`src/include/blueprint_settings.svh`:
```
`ifndef BLUEPRINT_SETTINGS_SVH
`define BLUEPRINT_SETTINGS_SVH

// ----------------------------------------------------------------------
// Raster geometry
// ----------------------------------------------------------------------

`define H_TOTAL          320  // Pixels per line
`define H_ACTIVE         256  // First pixel of hblank
`define V_TOTAL          264  // Lines per frame
`define V_ACTIVE_START   16   // First visible line
`define V_ACTIVE_END     240  // First line of bottom vblank

// ----------------------------------------------------------------------
// Sync windows before centering
// ----------------------------------------------------------------------

`define HS_BASE          280  // Hsync start with zero offset
`define HS_WIDTH         32   // Hsync length in pixels
`define VS_BASE          248  // Vsync start with zero offset
`define VS_WIDTH         4    // Vsync length in lines

// Pixel enable as N/M of clk_49m, about 4.997 MHz
`define PIX_CEN_N        89
`define PIX_CEN_M        875

// ----------------------------------------------------------------------
// Channel levels
// ----------------------------------------------------------------------

`define LEVEL_FULL       31   // Normal tile pen and every sprite
`define LEVEL_DIM        24   // Tile pen with intensity bit set

`endif

```
`src/blueprint_pkg.sv`:
```
package blueprint_pkg;

	// Raster counters, 320 and 264 both need 9 bits
	typedef logic [8:0] hcount_t;
	typedef logic [8:0] vcount_t;

	// One colour channel towards the DAC
	typedef logic [4:0] level_t;

	// Pixel pair from the two tile bitplanes
	// 0 is transparent
	typedef logic [1:0] tile_pix_t;

	// Pen in RBG order
	// Bit 0 red, bit 1 blue, bit 2 green
	// Tile pens and sprite pixels share the layout
	typedef logic [2:0] rbg_t;

	// Tile colour latch as taken from colour RAM
	typedef struct packed {
		logic intensity;  // Bit 6 dims the tile pen
		rbg_t pen_hi;     // Bits 5..3 pen for pair value 2
		rbg_t pen_lo;     // Bits 2..0 pen for pair value 1
	} tile_color_t;

	// Colour channels named by their bit in rbg_t
	typedef enum logic [1:0] {
		CH_RED   = 2'd0,
		CH_BLUE  = 2'd1,
		CH_GREEN = 2'd2
	} channel_e;

endpackage

```
`src/frac_cen.sv`:
```
`timescale 1ns/1ps
`include "blueprint_settings.svh"

module frac_cen (
	input  logic clk_49m,
	input  logic reset,
	output logic cen_o
);

	// Accumulator holds M plus N without wrapping
	localparam int ACC_W = $clog2(`PIX_CEN_M + `PIX_CEN_N);
	localparam logic [ACC_W-1:0] STEP_N = ACC_W'(`PIX_CEN_N);
	localparam logic [ACC_W-1:0] MOD_M  = ACC_W'(`PIX_CEN_M);

	logic [ACC_W-1:0] acc;      // Phase in units of 1/M clock
	logic [ACC_W-1:0] acc_sum;  // Phase after this clock

	assign acc_sum = acc + STEP_N;

	// ----------------------------------------------------------------------
	// Phase accumulator
	// ----------------------------------------------------------------------

	always_ff @(posedge clk_49m) begin
		if (!reset) begin
			acc   <= '0;
			cen_o <= 1'b0;
		end else if (acc_sum >= MOD_M) begin
			acc   <= acc_sum - MOD_M;  // Keep the remainder for the next pulse
			cen_o <= 1'b1;
		end else begin
			acc   <= acc_sum;
			cen_o <= 1'b0;
		end
	end

	// N is well below M/2 so two enables always have a gap
	property p_cen_single;
		@(posedge clk_49m) disable iff (!reset)
			cen_o |=> !cen_o;
	endproperty

	a_cen_single: assert property (p_cen_single)
		else $error("frac_cen: pixel enable high on two adjacent clocks");

endmodule

```
`src/video_timing.sv`:
```
`timescale 1ns/1ps
`include "blueprint_settings.svh"

module video_timing (
	input  logic                   clk_49m,
	input  logic                   reset,
	input  logic                   cen_i,
	input  logic [3:0]             h_center_i,
	input  logic [3:0]             v_center_i,
	input  logic                   irq_ack_i,
	output blueprint_pkg::hcount_t hcount_o,
	output blueprint_pkg::vcount_t vcount_o,
	output logic                   hblank_o,
	output logic                   vblank_o,
	output logic                   hsync_o,
	output logic                   vsync_o,
	output logic                   irq_n_o
);

	import blueprint_pkg::*;

	localparam hcount_t H_LAST      = hcount_t'(`H_TOTAL - 1);
	localparam vcount_t V_LAST      = vcount_t'(`V_TOTAL - 1);
	localparam hcount_t H_ACT       = hcount_t'(`H_ACTIVE);
	localparam vcount_t V_ACT_START = vcount_t'(`V_ACTIVE_START);
	localparam vcount_t V_ACT_END   = vcount_t'(`V_ACTIVE_END);

	hcount_t hs_start;  // Centred hsync window
	hcount_t hs_end;
	vcount_t vs_start;  // Centred vsync window
	vcount_t vs_end;
	logic    vblank_q;  // Vblank one clock ago for edge detect

	// ----------------------------------------------------------------------
	// Raster counters
	// ----------------------------------------------------------------------

	// 320 x 264, stepped by the pixel enable only
	always_ff @(posedge clk_49m) begin
		if (!reset) begin
			hcount_o <= '0;
			vcount_o <= '0;
		end else if (cen_i) begin
			if (hcount_o == H_LAST) begin
				hcount_o <= '0;
				vcount_o <= (vcount_o == V_LAST) ? '0 : vcount_o + 1'b1;  // Next line
			end else begin
				hcount_o <= hcount_o + 1'b1;
			end
		end
	end

	// Blanking straight from the counters
	assign hblank_o = (hcount_o >= H_ACT);
	assign vblank_o = (vcount_o < V_ACT_START) || (vcount_o >= V_ACT_END);

	// ----------------------------------------------------------------------
	// Sync with centering offsets
	// ----------------------------------------------------------------------

	// Worst case 280+15+32 still fits in 9 bits
	assign hs_start = hcount_t'(`HS_BASE) + hcount_t'(h_center_i);
	assign hs_end   = hs_start + hcount_t'(`HS_WIDTH);
	assign vs_start = vcount_t'(`VS_BASE) + vcount_t'(v_center_i);
	assign vs_end   = vs_start + vcount_t'(`VS_WIDTH);

	assign hsync_o = (hcount_o >= hs_start) && (hcount_o < hs_end);
	assign vsync_o = (vcount_o >= vs_start) && (vcount_o < vs_end);

	// ----------------------------------------------------------------------
	// Vblank interrupt request
	// ----------------------------------------------------------------------

	// Request set on the rising edge of vblank and held until acknowledged
	// vblank_q resets high because the raster starts inside vblank
	always_ff @(posedge clk_49m) begin
		if (!reset) begin
			irq_n_o  <= 1'b1;
			vblank_q <= 1'b1;
		end else begin
			vblank_q <= vblank_o;
			if (irq_ack_i)
				irq_n_o <= 1'b1;  // Ack beats a new edge
			else if (vblank_o && !vblank_q)
				irq_n_o <= 1'b0;
		end
	end

	// Horizontal counter stays inside the line
	a_hcount_range: assert property (
		@(posedge clk_49m) disable iff (!reset)
			hcount_o <= H_LAST
	) else $error("video_timing: hcount %0d past end of line", hcount_o);

endmodule

```
`src/pen_decode.sv`:
```
`timescale 1ns/1ps

module pen_decode (
	input  blueprint_pkg::tile_pix_t   tile_pix_i,
	input  blueprint_pkg::tile_color_t tile_color_i,
	input  logic                       tile_priority_i,
	input  blueprint_pkg::rbg_t        sprite_pix_i,
	output blueprint_pkg::rbg_t        pen_o,
	output blueprint_pkg::rbg_t        sprite_pix_o,
	output logic                       intensity_o,
	output logic                       use_sprite_o
);

	import blueprint_pkg::*;

	rbg_t pen_lo;         // Pen for pair value 1
	rbg_t pen_hi;         // Pen for pair value 2
	logic tile_opaque;    // Tile pixel is not pair 0
	logic sprite_opaque;  // Any sprite colour bit lit
	logic tile_wins;      // Priority tile covers the sprite

	assign pen_lo      = tile_color_i.pen_lo;
	assign pen_hi      = tile_color_i.pen_hi;
	assign intensity_o = tile_color_i.intensity;

	// ----------------------------------------------------------------------
	// Tile pen from pixel pair
	// ----------------------------------------------------------------------

	always_comb begin
		case (tile_pix_i)
			2'd0:    pen_o = '0;               // Transparent shows black
			2'd1:    pen_o = pen_lo;
			2'd2:    pen_o = pen_hi;
			default: pen_o = pen_lo | pen_hi;  // Both planes lit
		endcase
	end

	// ----------------------------------------------------------------------
	// Tile over sprite priority
	// ----------------------------------------------------------------------

	assign tile_opaque   = (tile_pix_i != 2'd0);
	assign sprite_opaque = (sprite_pix_i != '0);
	assign tile_wins     = tile_priority_i && tile_opaque;

	// Sprite shown unless transparent or under a priority tile
	assign use_sprite_o = sprite_opaque && !tile_wins;

	// Sprite colour goes on to the mixers unchanged
	assign sprite_pix_o = sprite_pix_i;

endmodule

```
`src/channel_mixer.sv`:
```
`timescale 1ns/1ps
`include "blueprint_settings.svh"

module channel_mixer #(
	parameter blueprint_pkg::channel_e CHANNEL = blueprint_pkg::CH_RED
) (
	input  blueprint_pkg::rbg_t   pen_i,
	input  blueprint_pkg::rbg_t   sprite_pix_i,
	input  logic                  intensity_i,
	input  logic                  use_sprite_i,
	output blueprint_pkg::level_t level_o
);

	import blueprint_pkg::*;

	localparam level_t FULL = level_t'(`LEVEL_FULL);
	localparam level_t DIM  = level_t'(`LEVEL_DIM);

	logic   sprite_bit;  // This channel in the sprite pixel
	logic   tile_bit;    // This channel in the tile pen
	level_t tile_level;  // Lit tile level after intensity

	// Channel enum value is the bit position in RBG order
	assign sprite_bit = sprite_pix_i[CHANNEL];
	assign tile_bit   = pen_i[CHANNEL];

	// Intensity only dims tiles
	assign tile_level = intensity_i ? DIM : FULL;

	// ----------------------------------------------------------------------
	// Level select
	// ----------------------------------------------------------------------

	always_comb begin
		if (use_sprite_i) begin
			level_o = sprite_bit ? FULL : '0;  // Sprites always full level
		end else begin
			level_o = tile_bit ? tile_level : '0;
		end
	end

endmodule

```
`src/video_out.sv`:
```
`timescale 1ns/1ps

module video_out (
	input  logic                  clk_49m,
	input  logic                  reset,
	input  logic                  cen_i,
	input  blueprint_pkg::level_t levels_i [3],
	input  logic                  hblank_i,
	input  logic                  vblank_i,
	input  logic                  hsync_i,
	input  logic                  vsync_i,
	output blueprint_pkg::level_t red_o,
	output blueprint_pkg::level_t green_o,
	output blueprint_pkg::level_t blue_o,
	output logic                  hblank_o,
	output logic                  vblank_o,
	output logic                  hsync_o,
	output logic                  vsync_o,
	output logic                  csync_o
);

	import blueprint_pkg::*;

	logic blank;  // Either blanking interval

	assign blank = hblank_i | vblank_i;

	// ----------------------------------------------------------------------
	// Pixel output register
	// ----------------------------------------------------------------------

	// One pixel enable of latency for colour and sync alike
	always_ff @(posedge clk_49m) begin
		if (!reset) begin
			red_o    <= '0;
			green_o  <= '0;
			blue_o   <= '0;
			hblank_o <= 1'b0;
			vblank_o <= 1'b0;
			hsync_o  <= 1'b0;
			vsync_o  <= 1'b0;
			csync_o  <= 1'b0;
		end else if (cen_i) begin
			red_o    <= blank ? '0 : levels_i[CH_RED];    // Black in blanking
			green_o  <= blank ? '0 : levels_i[CH_GREEN];
			blue_o   <= blank ? '0 : levels_i[CH_BLUE];
			hblank_o <= hblank_i;
			vblank_o <= vblank_i;
			hsync_o  <= hsync_i;
			vsync_o  <= vsync_i;
			csync_o  <= ~(hsync_i ^ vsync_i);              // Composite as XNOR
		end
	end

endmodule

```
`src/blueprint_video.sv`:
```
`timescale 1ns/1ps

module blueprint_video (
	input  logic                       clk_49m,
	input  logic                       reset,
	input  logic [3:0]                 h_center_i,
	input  logic [3:0]                 v_center_i,
	input  logic                       irq_ack_i,
	input  blueprint_pkg::tile_pix_t   tile_pix_i,
	input  blueprint_pkg::tile_color_t tile_color_i,
	input  logic                       tile_priority_i,
	input  blueprint_pkg::rbg_t        sprite_pix_i,
	output blueprint_pkg::level_t      red_o,
	output blueprint_pkg::level_t      green_o,
	output blueprint_pkg::level_t      blue_o,
	output logic                       hsync_o,
	output logic                       vsync_o,
	output logic                       csync_o,
	output logic                       hblank_o,
	output logic                       vblank_o,
	output logic                       ce_pix_o,
	output logic                       irq_n_o
);

	import blueprint_pkg::*;

	logic   cen_pix;     // ~5 MHz pixel enable
	logic   hblank;      // Raster state before the output register
	logic   vblank;
	logic   hsync;
	logic   vsync;
	rbg_t   pen;         // Decoded tile pen
	rbg_t   sprite_pix;
	logic   intensity;
	logic   use_sprite;
	level_t levels [3];  // Indexed by channel_e

	// ----------------------------------------------------------------------
	// Pixel clock and raster
	// ----------------------------------------------------------------------

	frac_cen u_pix_cen (
		.clk_49m (clk_49m),
		.reset   (reset),
		.cen_o   (cen_pix)
	);

	assign ce_pix_o = cen_pix;

	// Raster position stays inside the timing block
	video_timing u_timing (
		.clk_49m    (clk_49m),
		.reset      (reset),
		.cen_i      (cen_pix),
		.h_center_i (h_center_i),
		.v_center_i (v_center_i),
		.irq_ack_i  (irq_ack_i),
		.hcount_o   (),
		.vcount_o   (),
		.hblank_o   (hblank),
		.vblank_o   (vblank),
		.hsync_o    (hsync),
		.vsync_o    (vsync),
		.irq_n_o    (irq_n_o)
	);

	// ----------------------------------------------------------------------
	// Colour path
	// ----------------------------------------------------------------------

	pen_decode u_pen (
		.tile_pix_i      (tile_pix_i),
		.tile_color_i    (tile_color_i),
		.tile_priority_i (tile_priority_i),
		.sprite_pix_i    (sprite_pix_i),
		.pen_o           (pen),
		.sprite_pix_o    (sprite_pix),
		.intensity_o     (intensity),
		.use_sprite_o    (use_sprite)
	);

	// One mixer per channel in RBG order
	for (genvar k = 0; k < 3; k++) begin : g_channel
		channel_mixer #(
			.CHANNEL (channel_e'(k))
		) u_mixer (
			.pen_i        (pen),
			.sprite_pix_i (sprite_pix),
			.intensity_i  (intensity),
			.use_sprite_i (use_sprite),
			.level_o      (levels[k])
		);
	end

	video_out u_out (
		.clk_49m  (clk_49m),
		.reset    (reset),
		.cen_i    (cen_pix),
		.levels_i (levels),
		.hblank_i (hblank),
		.vblank_i (vblank),
		.hsync_i  (hsync),
		.vsync_i  (vsync),
		.red_o    (red_o),
		.green_o  (green_o),
		.blue_o   (blue_o),
		.hblank_o (hblank_o),
		.vblank_o (vblank_o),
		.hsync_o  (hsync_o),
		.vsync_o  (vsync_o),
		.csync_o  (csync_o)
	);

endmodule

```
`config.mk`:
```
export PLATFORM = sky130hd
export DESIGN_NAME = blueprint_video
export DESIGN_NICKNAME = d
export VERILOG_FILES = /design/src/blueprint_pkg.sv /design/src/frac_cen.sv /design/src/video_timing.sv /design/src/pen_decode.sv /design/src/channel_mixer.sv /design/src/video_out.sv /design/src/blueprint_video.sv
export VERILOG_INCLUDE_DIRS = /design/src /design/src/include
export SDC_FILE = /design/constraint.sdc
export NUM_CORES = 1
export LEC_CHECK = 0
export BUFFER_PORTS_ARGS = -buffer_cell sky130_fd_sc_hd__buf_4
export CORE_AREA = 2 2 64 111
export CTS_CLUSTER_SIZE = 10
export DETAILED_ROUTE_END_ITERATION = 12
export DIE_AREA = 0 0 66 113
export PLACE_DENSITY = 0.76
export SKIP_CTS_REPAIR_TIMING = 1
export SLEW_MARGIN = 20
export SYNTH_ARGS = -nofsm -noshare
export SYNTH_HDL_FRONTEND = slang
export SYNTH_HIERARCHICAL = 1
export SYNTH_SLANG_ARGS = --single-unit
```
`constraint.sdc`:
```
create_clock -name clk_49m -period 2.35 [get_ports clk_49m]
set_input_delay 0.235 -clock clk_49m [delete_from_list [all_inputs] [get_ports clk_49m]]
set_output_delay 0.235 -clock clk_49m [all_outputs]
set_load 0.005 [all_outputs]
```
# Yosys cells after proc, flatten, opt, wreduce, memory -nomap -nowiden

Index checks and enable logic that the tools add are counted.

Register bits: 51
Input bits: 24
Output and inout bits: 22

Add/sub/neg operators: 8
$lt $le $gt $ge: 8
Equal/unequal tests: 4
Muxes and demuxes: 18
Bitwise gates (word level): 5
Reduce and logical (&&, ||, !) cells: 13

Operators by type and width:

| cell                                                                                | number |
|---|---|
| 5-bit two-way mux                                                                   | 12 |
| 9-bit by 1-bit adder with 9-bit output, second input constant                       | 2 |
| 9-bit == test, second input constant                                                | 2 |
| 9-bit greater-or-equal comparator                                                   | 2 |
| 9-bit less-than comparator                                                          | 2 |
| 9-bit two-way mux                                                                   | 2 |
| 10-bit by 7-bit adder with 10-bit output, second input constant                     | 1 |
| 10-bit greater-or-equal comparator, second input constant                           | 1 |
| 10-bit two-way mux                                                                  | 1 |
| 10-bit subtractor, second input constant                                            | 1 |
| 8-bit by 4-bit adder with 9-bit output, first input constant                        | 1 |
| 9-bit by 3-bit adder with 9-bit output, second input constant                       | 1 |
| 9-bit by 4-bit adder with 9-bit output, first input constant                        | 1 |
| 9-bit by 6-bit adder with 9-bit output, second input constant                       | 1 |
| 9-bit by 8-bit greater-or-equal comparator with 1-bit output, second input constant | 1 |
| 9-bit greater-or-equal comparator, second input constant                            | 1 |
| 9-bit by 5-bit less-than comparator with 1-bit output, second input constant        | 1 |
| 3-bit one-hot mux with 3 select lines                                               | 1 |
| 1-bit logical AND                                                                   | 5 |
| 3-bit two-way mux                                                                   | 1 |
| 3-bit OR                                                                            | 1 |
| 3-bit nonzero test                                                                  | 1 |
| 2-bit by 1-bit == test with 1-bit output, second input constant                     | 1 |
| 2-bit == test, second input constant                                                | 1 |
| other kinds (10)                                                                    | 12 |

# Depth between registers and ports, before layout

Depth in word-level cells: 6
Gate-level depth with buffers: 10
Gate-level depth less buffers: 10

# By module

The synthesis kept the hierarchy.

Modules (own cells, without submodules):

| module        | times used | cells an instance | area an instance (um^2) |
|---|---|---|---|
| video_timing  | 1          | 188               | 1612.8 |
| video_out     | 1          | 84                | 919.6 |
| frac_cen      | 1          | 89                | 827.0 |
| channel_mixer | 3          | 7                 | 52.6 |
| pen_decode    | 1          | 9                 | 73.8 |

# Worst setup path after synthesis

No wires, ideal clock.

Kind: input-to-reg
Start: input v_center_i[2]
End: register u_out.csync_o
Setup time: 0.122 ns
Arrival time: 1.900 ns
Slack: 0.328 ns
Stages: 10
Path buffers: 0
Path through: inv_1 > ha_1 > inv_1 > ha_1 > a21oi_1 > o21bai_1 > a311o_1 > a311oi_1 > xor2_1 > o21ai_0

Cells in the longest elaborated chain, start to end: 6
Elaborated cells on any way between the ends: 7

Ends and longest elaborated chain:

| what                                       | line                  | RTL |
|---|---|---|
| start: declaration                         | blueprint_video.sv:7  | `input logic [3:0] v_center_i,` |
| 8-bit by 4-bit adder with 9-bit output (*) | video_timing.sv:64    | `` assign vs_start = vcount_t'(`VS_BASE) + vcount_t'(v_center_i); `` |
| 9-bit by 3-bit adder with 9-bit output     | video_timing.sv:65    | `` assign vs_end = vs_start + vcount_t'(`VS_WIDTH); `` |
| 9-bit less-than comparator                 | video_timing.sv:68    | `assign vsync_o = (vcount_o >= vs_start) && (vcount_o < vs_end);` |
| 1-bit logical AND (*)                      | video_timing.sv:68    |  |
| named net vsync                            | blueprint_video.sv:31 | `logic vsync;` |
| 1-bit bitwise XOR (*)                      | video_out.sv:51       | `csync_o <= ~(hsync_i ^ vsync_i);` |
| 1-bit NOT (*)                              | video_out.sv:51       |  |
| end signal: assignment                     | video_out.sv:51       |  |
| end: declaration                           | video_out.sv:19       | `output logic csync_o` |

The timed path passes the listed nets; every way through them passes the cells marked *.
A chain may end at the register's enable or synchronous reset.

# Worst setup path after layout

Start: register u_pix_cen.acc[1]
End: register u_pix_cen.acc[3]

Cells in the longest elaborated chain, start to end: 3
Elaborated cells on any way between the ends: 4

Ends and longest elaborated chain:

| what                                                                    | line                           | RTL |
|---|---|---|
| start: declaration                                                      | frac_cen.sv:15                 | `logic [ACC_W-1:0] acc;` |
| start signal: assignment                                                | frac_cen.sv:29                 | `acc <= acc_sum - MOD_M;` |
| start signal: assignment                                                | frac_cen.sv:32                 | `acc <= acc_sum;` |
| 10-bit by 7-bit adder with 10-bit output (*)                            | frac_cen.sv:18                 | `assign acc_sum = acc + STEP_N;` |
| 10-bit subtractor or 10-bit greater-or-equal comparator (tied branches) | frac_cen.sv:29, frac_cen.sv:28 |  |
| 10-bit two-way mux (*)                                                  | frac_cen.sv:28                 | `end else if (acc_sum >= MOD_M) begin` |

Mark *: on every way between the ends. The rest lies on a longest branch, timed or not.

==> reports/qor.csv <==
metric,value,unit
grt_overflow,0,
core_area,6540,µm²
combPwrFrac,19.3,%
power_frac_clock,34.9,%
switchingPower,0.000567,W
fill_cells,589,
cp_top_family,compound AO/OA/AOI/OAI gates,
reg2reg_to,u_pix_cen/acc[3]$_SDFF_PN0_,
ys.flop_type,dfxtp_1,
final_area,4060,µm²
first_iter_violations,123,
seq_area_frac_synth,28.4,%
min-delay-start,irq_ack_i,
num_vias,2919,
fmax,0.461,GHz
hold_viol_final,0,
synth_warnings,6,
synthTopCellsByArea,"dfxtp_1 28%, ha_1 10%, and4bb_2 5.2%",
synth-seq-cells,51,
ir_drop,531,µV
io_pins,46,
setup_tns,0,ns
syn-cell-area,3590,µm²
synth_nets,444,
layout_common_cells,"52 x buf_4, 51 x dfxtp_1, 29 x ha_1",
netlist.area_leader.share,28.4,%
skew,0.00560,ns
n_antenna_cell,0,
drt_drc_violations_left,0,
wl,7710,µm
period_needed,2.17,ns
synthArstFlopShare,0,%
reg2reg_from,u_pix_cen/acc[1]$_SDFF_PN0_,
path_buf_inv,0,
fp.dieW,66,µm
firstDrtPassIters,4,
drive_above_1_share,24.4,%
hp-class,input pin to register,
grt_pass1_wl,12700,µm
cts_htree_levels,2,
clk_pin_slew,0.07,ns
start_util,54.9,%
critical_path_class,register to register,
drt-wirelength-per-cell,15.2,µm
p_int,0.00146,W
grtUsageTotal,21.4,%
pwr-share-seq,45.8,%
cp-startpoint,u_pix_cen/acc[1]$_SDFF_PN0_,
gp_congestion,0.873,
detail_route.vias_per_cell,5.75,
final_common_cell,buf_4,
max_slew_margin,68.4,%
max_stage_delay,0.40,ns
cellLeakagePower,1.74,nW
antenna_found_initial,0,
utilization,62.0,%
synth_largest_area_cell,dfxtp_1,
cts_buffers,5,
slowest_stage,a211o_4,
cts_sinks,51,
p_per_area,500,nW/µm²
swShare,28.0,%
dp_hpwl,5930,µm
finalNonFillerCells,508,
crit_required,2.54,ns
rsz0062_at_grt,no,
outcome,"finished, final reports clean",
grt_pass1_vias,2922,
drv_slew,0,
cp_data_arrival_time,2.36,ns
crit_chain,"ha_1, a211o_4, a21o_2, a21oi_4, a2bb2oi_2, a21oi_1, a31o_2",
ant_nets,0,
critPathCaptureType,register,
cts_buffer_depth,2,
drv_cap,0,
dieArea,7460,µm²
crit_fanout,6,
clock_latency,0.29,ns
reg2reg_depth,7,
ctsRootBufferMaster,clkbuf_16,
die_y,113,µm
period_share,92.3,%
synth.avg_cell_area,9.18,µm²
post-place-cells,500,
tightest_slew,0.470,ns
fin_nets,478,
hold_depth,2,
cts_tree,done,
ys_types,68,
netlist_instances,391,
synth_edf_count,0,
cp-start-kind,register,
regToRegSetupSlack,0.18,ns
whs_endpoint,u_timing/irq_n_o$_SDFFE_PP1P_,
grt_max_degree,39,
fp-row-count,39,
io_buffers,45,
finalSetupViolCount,0,
area_growth,12.9,%
placed_area,3920,µm²
==> registers in the layout, summed over array words and instances (netlist names) <==
name / count
u_pix_cen/cen_o: 1
u_pix_cen/acc: 10
u_timing/irq_n_o: 1
u_out/green_o: 5
u_timing/vblank_q: 1
u_out/blue_o: 5
u_out/red_o: 5
u_out/csync_o: 1
u_out/hsync_o: 1
u_out/hblank_o: 1
u_timing/hcount_o: 9
u_out/vblank_o: 1
u_out/vsync_o: 1
u_timing/vcount_o: 9
==> worst max-delay path by stage <==
stage | cells after the start | end
6_report | 7 | u_pix_cen/acc[3]$_SDFF_PN0_
5_1_grt | 7 | u_pix_cen/acc[3]$_SDFF_PN0_
4_1_cts | 7 | u_pix_cen/acc[3]$_SDFF_PN0_
3_5_place_dp | 11 | u_out/csync_o$_SDFFE_PN0P_
3_3_place_gp | 11 | u_out/csync_o$_SDFFE_PN0P_
2_1_floorplan | 10 | u_out/csync_o$_SDFFE_PN0P_
==> cell families after synthesis <==
| family | synth area share [%] |
|---|---|
| adders and majority gates | 10.1 |
| DFF | 28.4 |
| buffers and inverters | 6.52 |
| AOI/OAI and AO/OA | 19.9 |
| muxes | 1.95 |
| and+or+nand+nor | 27.7 |
| xor gates and xnor gates | 5.44 |
==> worst register-to-register path, cell delays in order (launching register included) <==
cell       delay [ns]
dfxtp_1          0.34
ha_1             0.26
a211o_4          0.40
a21o_2           0.25
a21oi_4          0.20
a2bb2oi_2        0.31
a21oi_1          0.11
a31o_2           0.21
==> stage by stage <==
stage	hold slack, ns	setup slack [ns]	total power [W]
after floorplan	0.297	0.328	0.00126
after global placement	0.423	0.128	0.00133
after detailed placement	0.433	0.0231	0.00134
after CTS	0.128	0.189	0.00205
after global routing	0.141	0.0242	0.00211
final	0.129	0.180	0.00203
==> cell usage after synthesis, types with 4 or more instances <==
library cell and n:
nand2_1 27, nor3_1 5, nand3_1 10, xnor2_1 8
nor2b_1 24, inv_1 17, nand4_1 7, ha_1 29
dfxtp_1 51, nand2b_1 4, mux2i_1 7, xor2_1 8
and3_1 4, and4bb_2 15, clkbuf_1 5, buf_4 14
nor2_1 25, buf_2 4, nand3b_1 5, a211oi_1 6
o21a_1 16, a21oi_1 17, o21ai_0 14
==> area by class of cell <==
type	instances	area, µm²	area share (%)
Clock buffer	7	133	3.27
Clock inverter	1	5.00	0.123
Inverter	18	67.6	1.67
Multi-Input combinational cell	297	2340	57.6
Sequential cell	51	1020	25.2
Tap cell	82	103	2.53
Timing Repair Buffer	52	390	9.63
==> power by group through the flow <==
stage          Sequential [W]  Clock, W  Combinational [W]
5_1_grt              0.000933  0.000749           0.000429
6_report             0.000930  0.000707           0.000392
3_5_place_dp         0.000949         0           0.000393
2_1_floorplan        0.000942         0           0.000314
4_1_cts              0.000930  0.000722           0.000394
3_3_place_gp         0.000948         0           0.000382
==> layer usage <==
metal  share of wire, %  wire length (µm)  GRT usage (%)
met1                 38              2920           20.8
met2                 54              4200           40.8
met3                4.5               348           5.17
met4                3.1               240           9.66
met5                  0                 0              0
No activity file was read; power rests on OpenSTA's default activity.
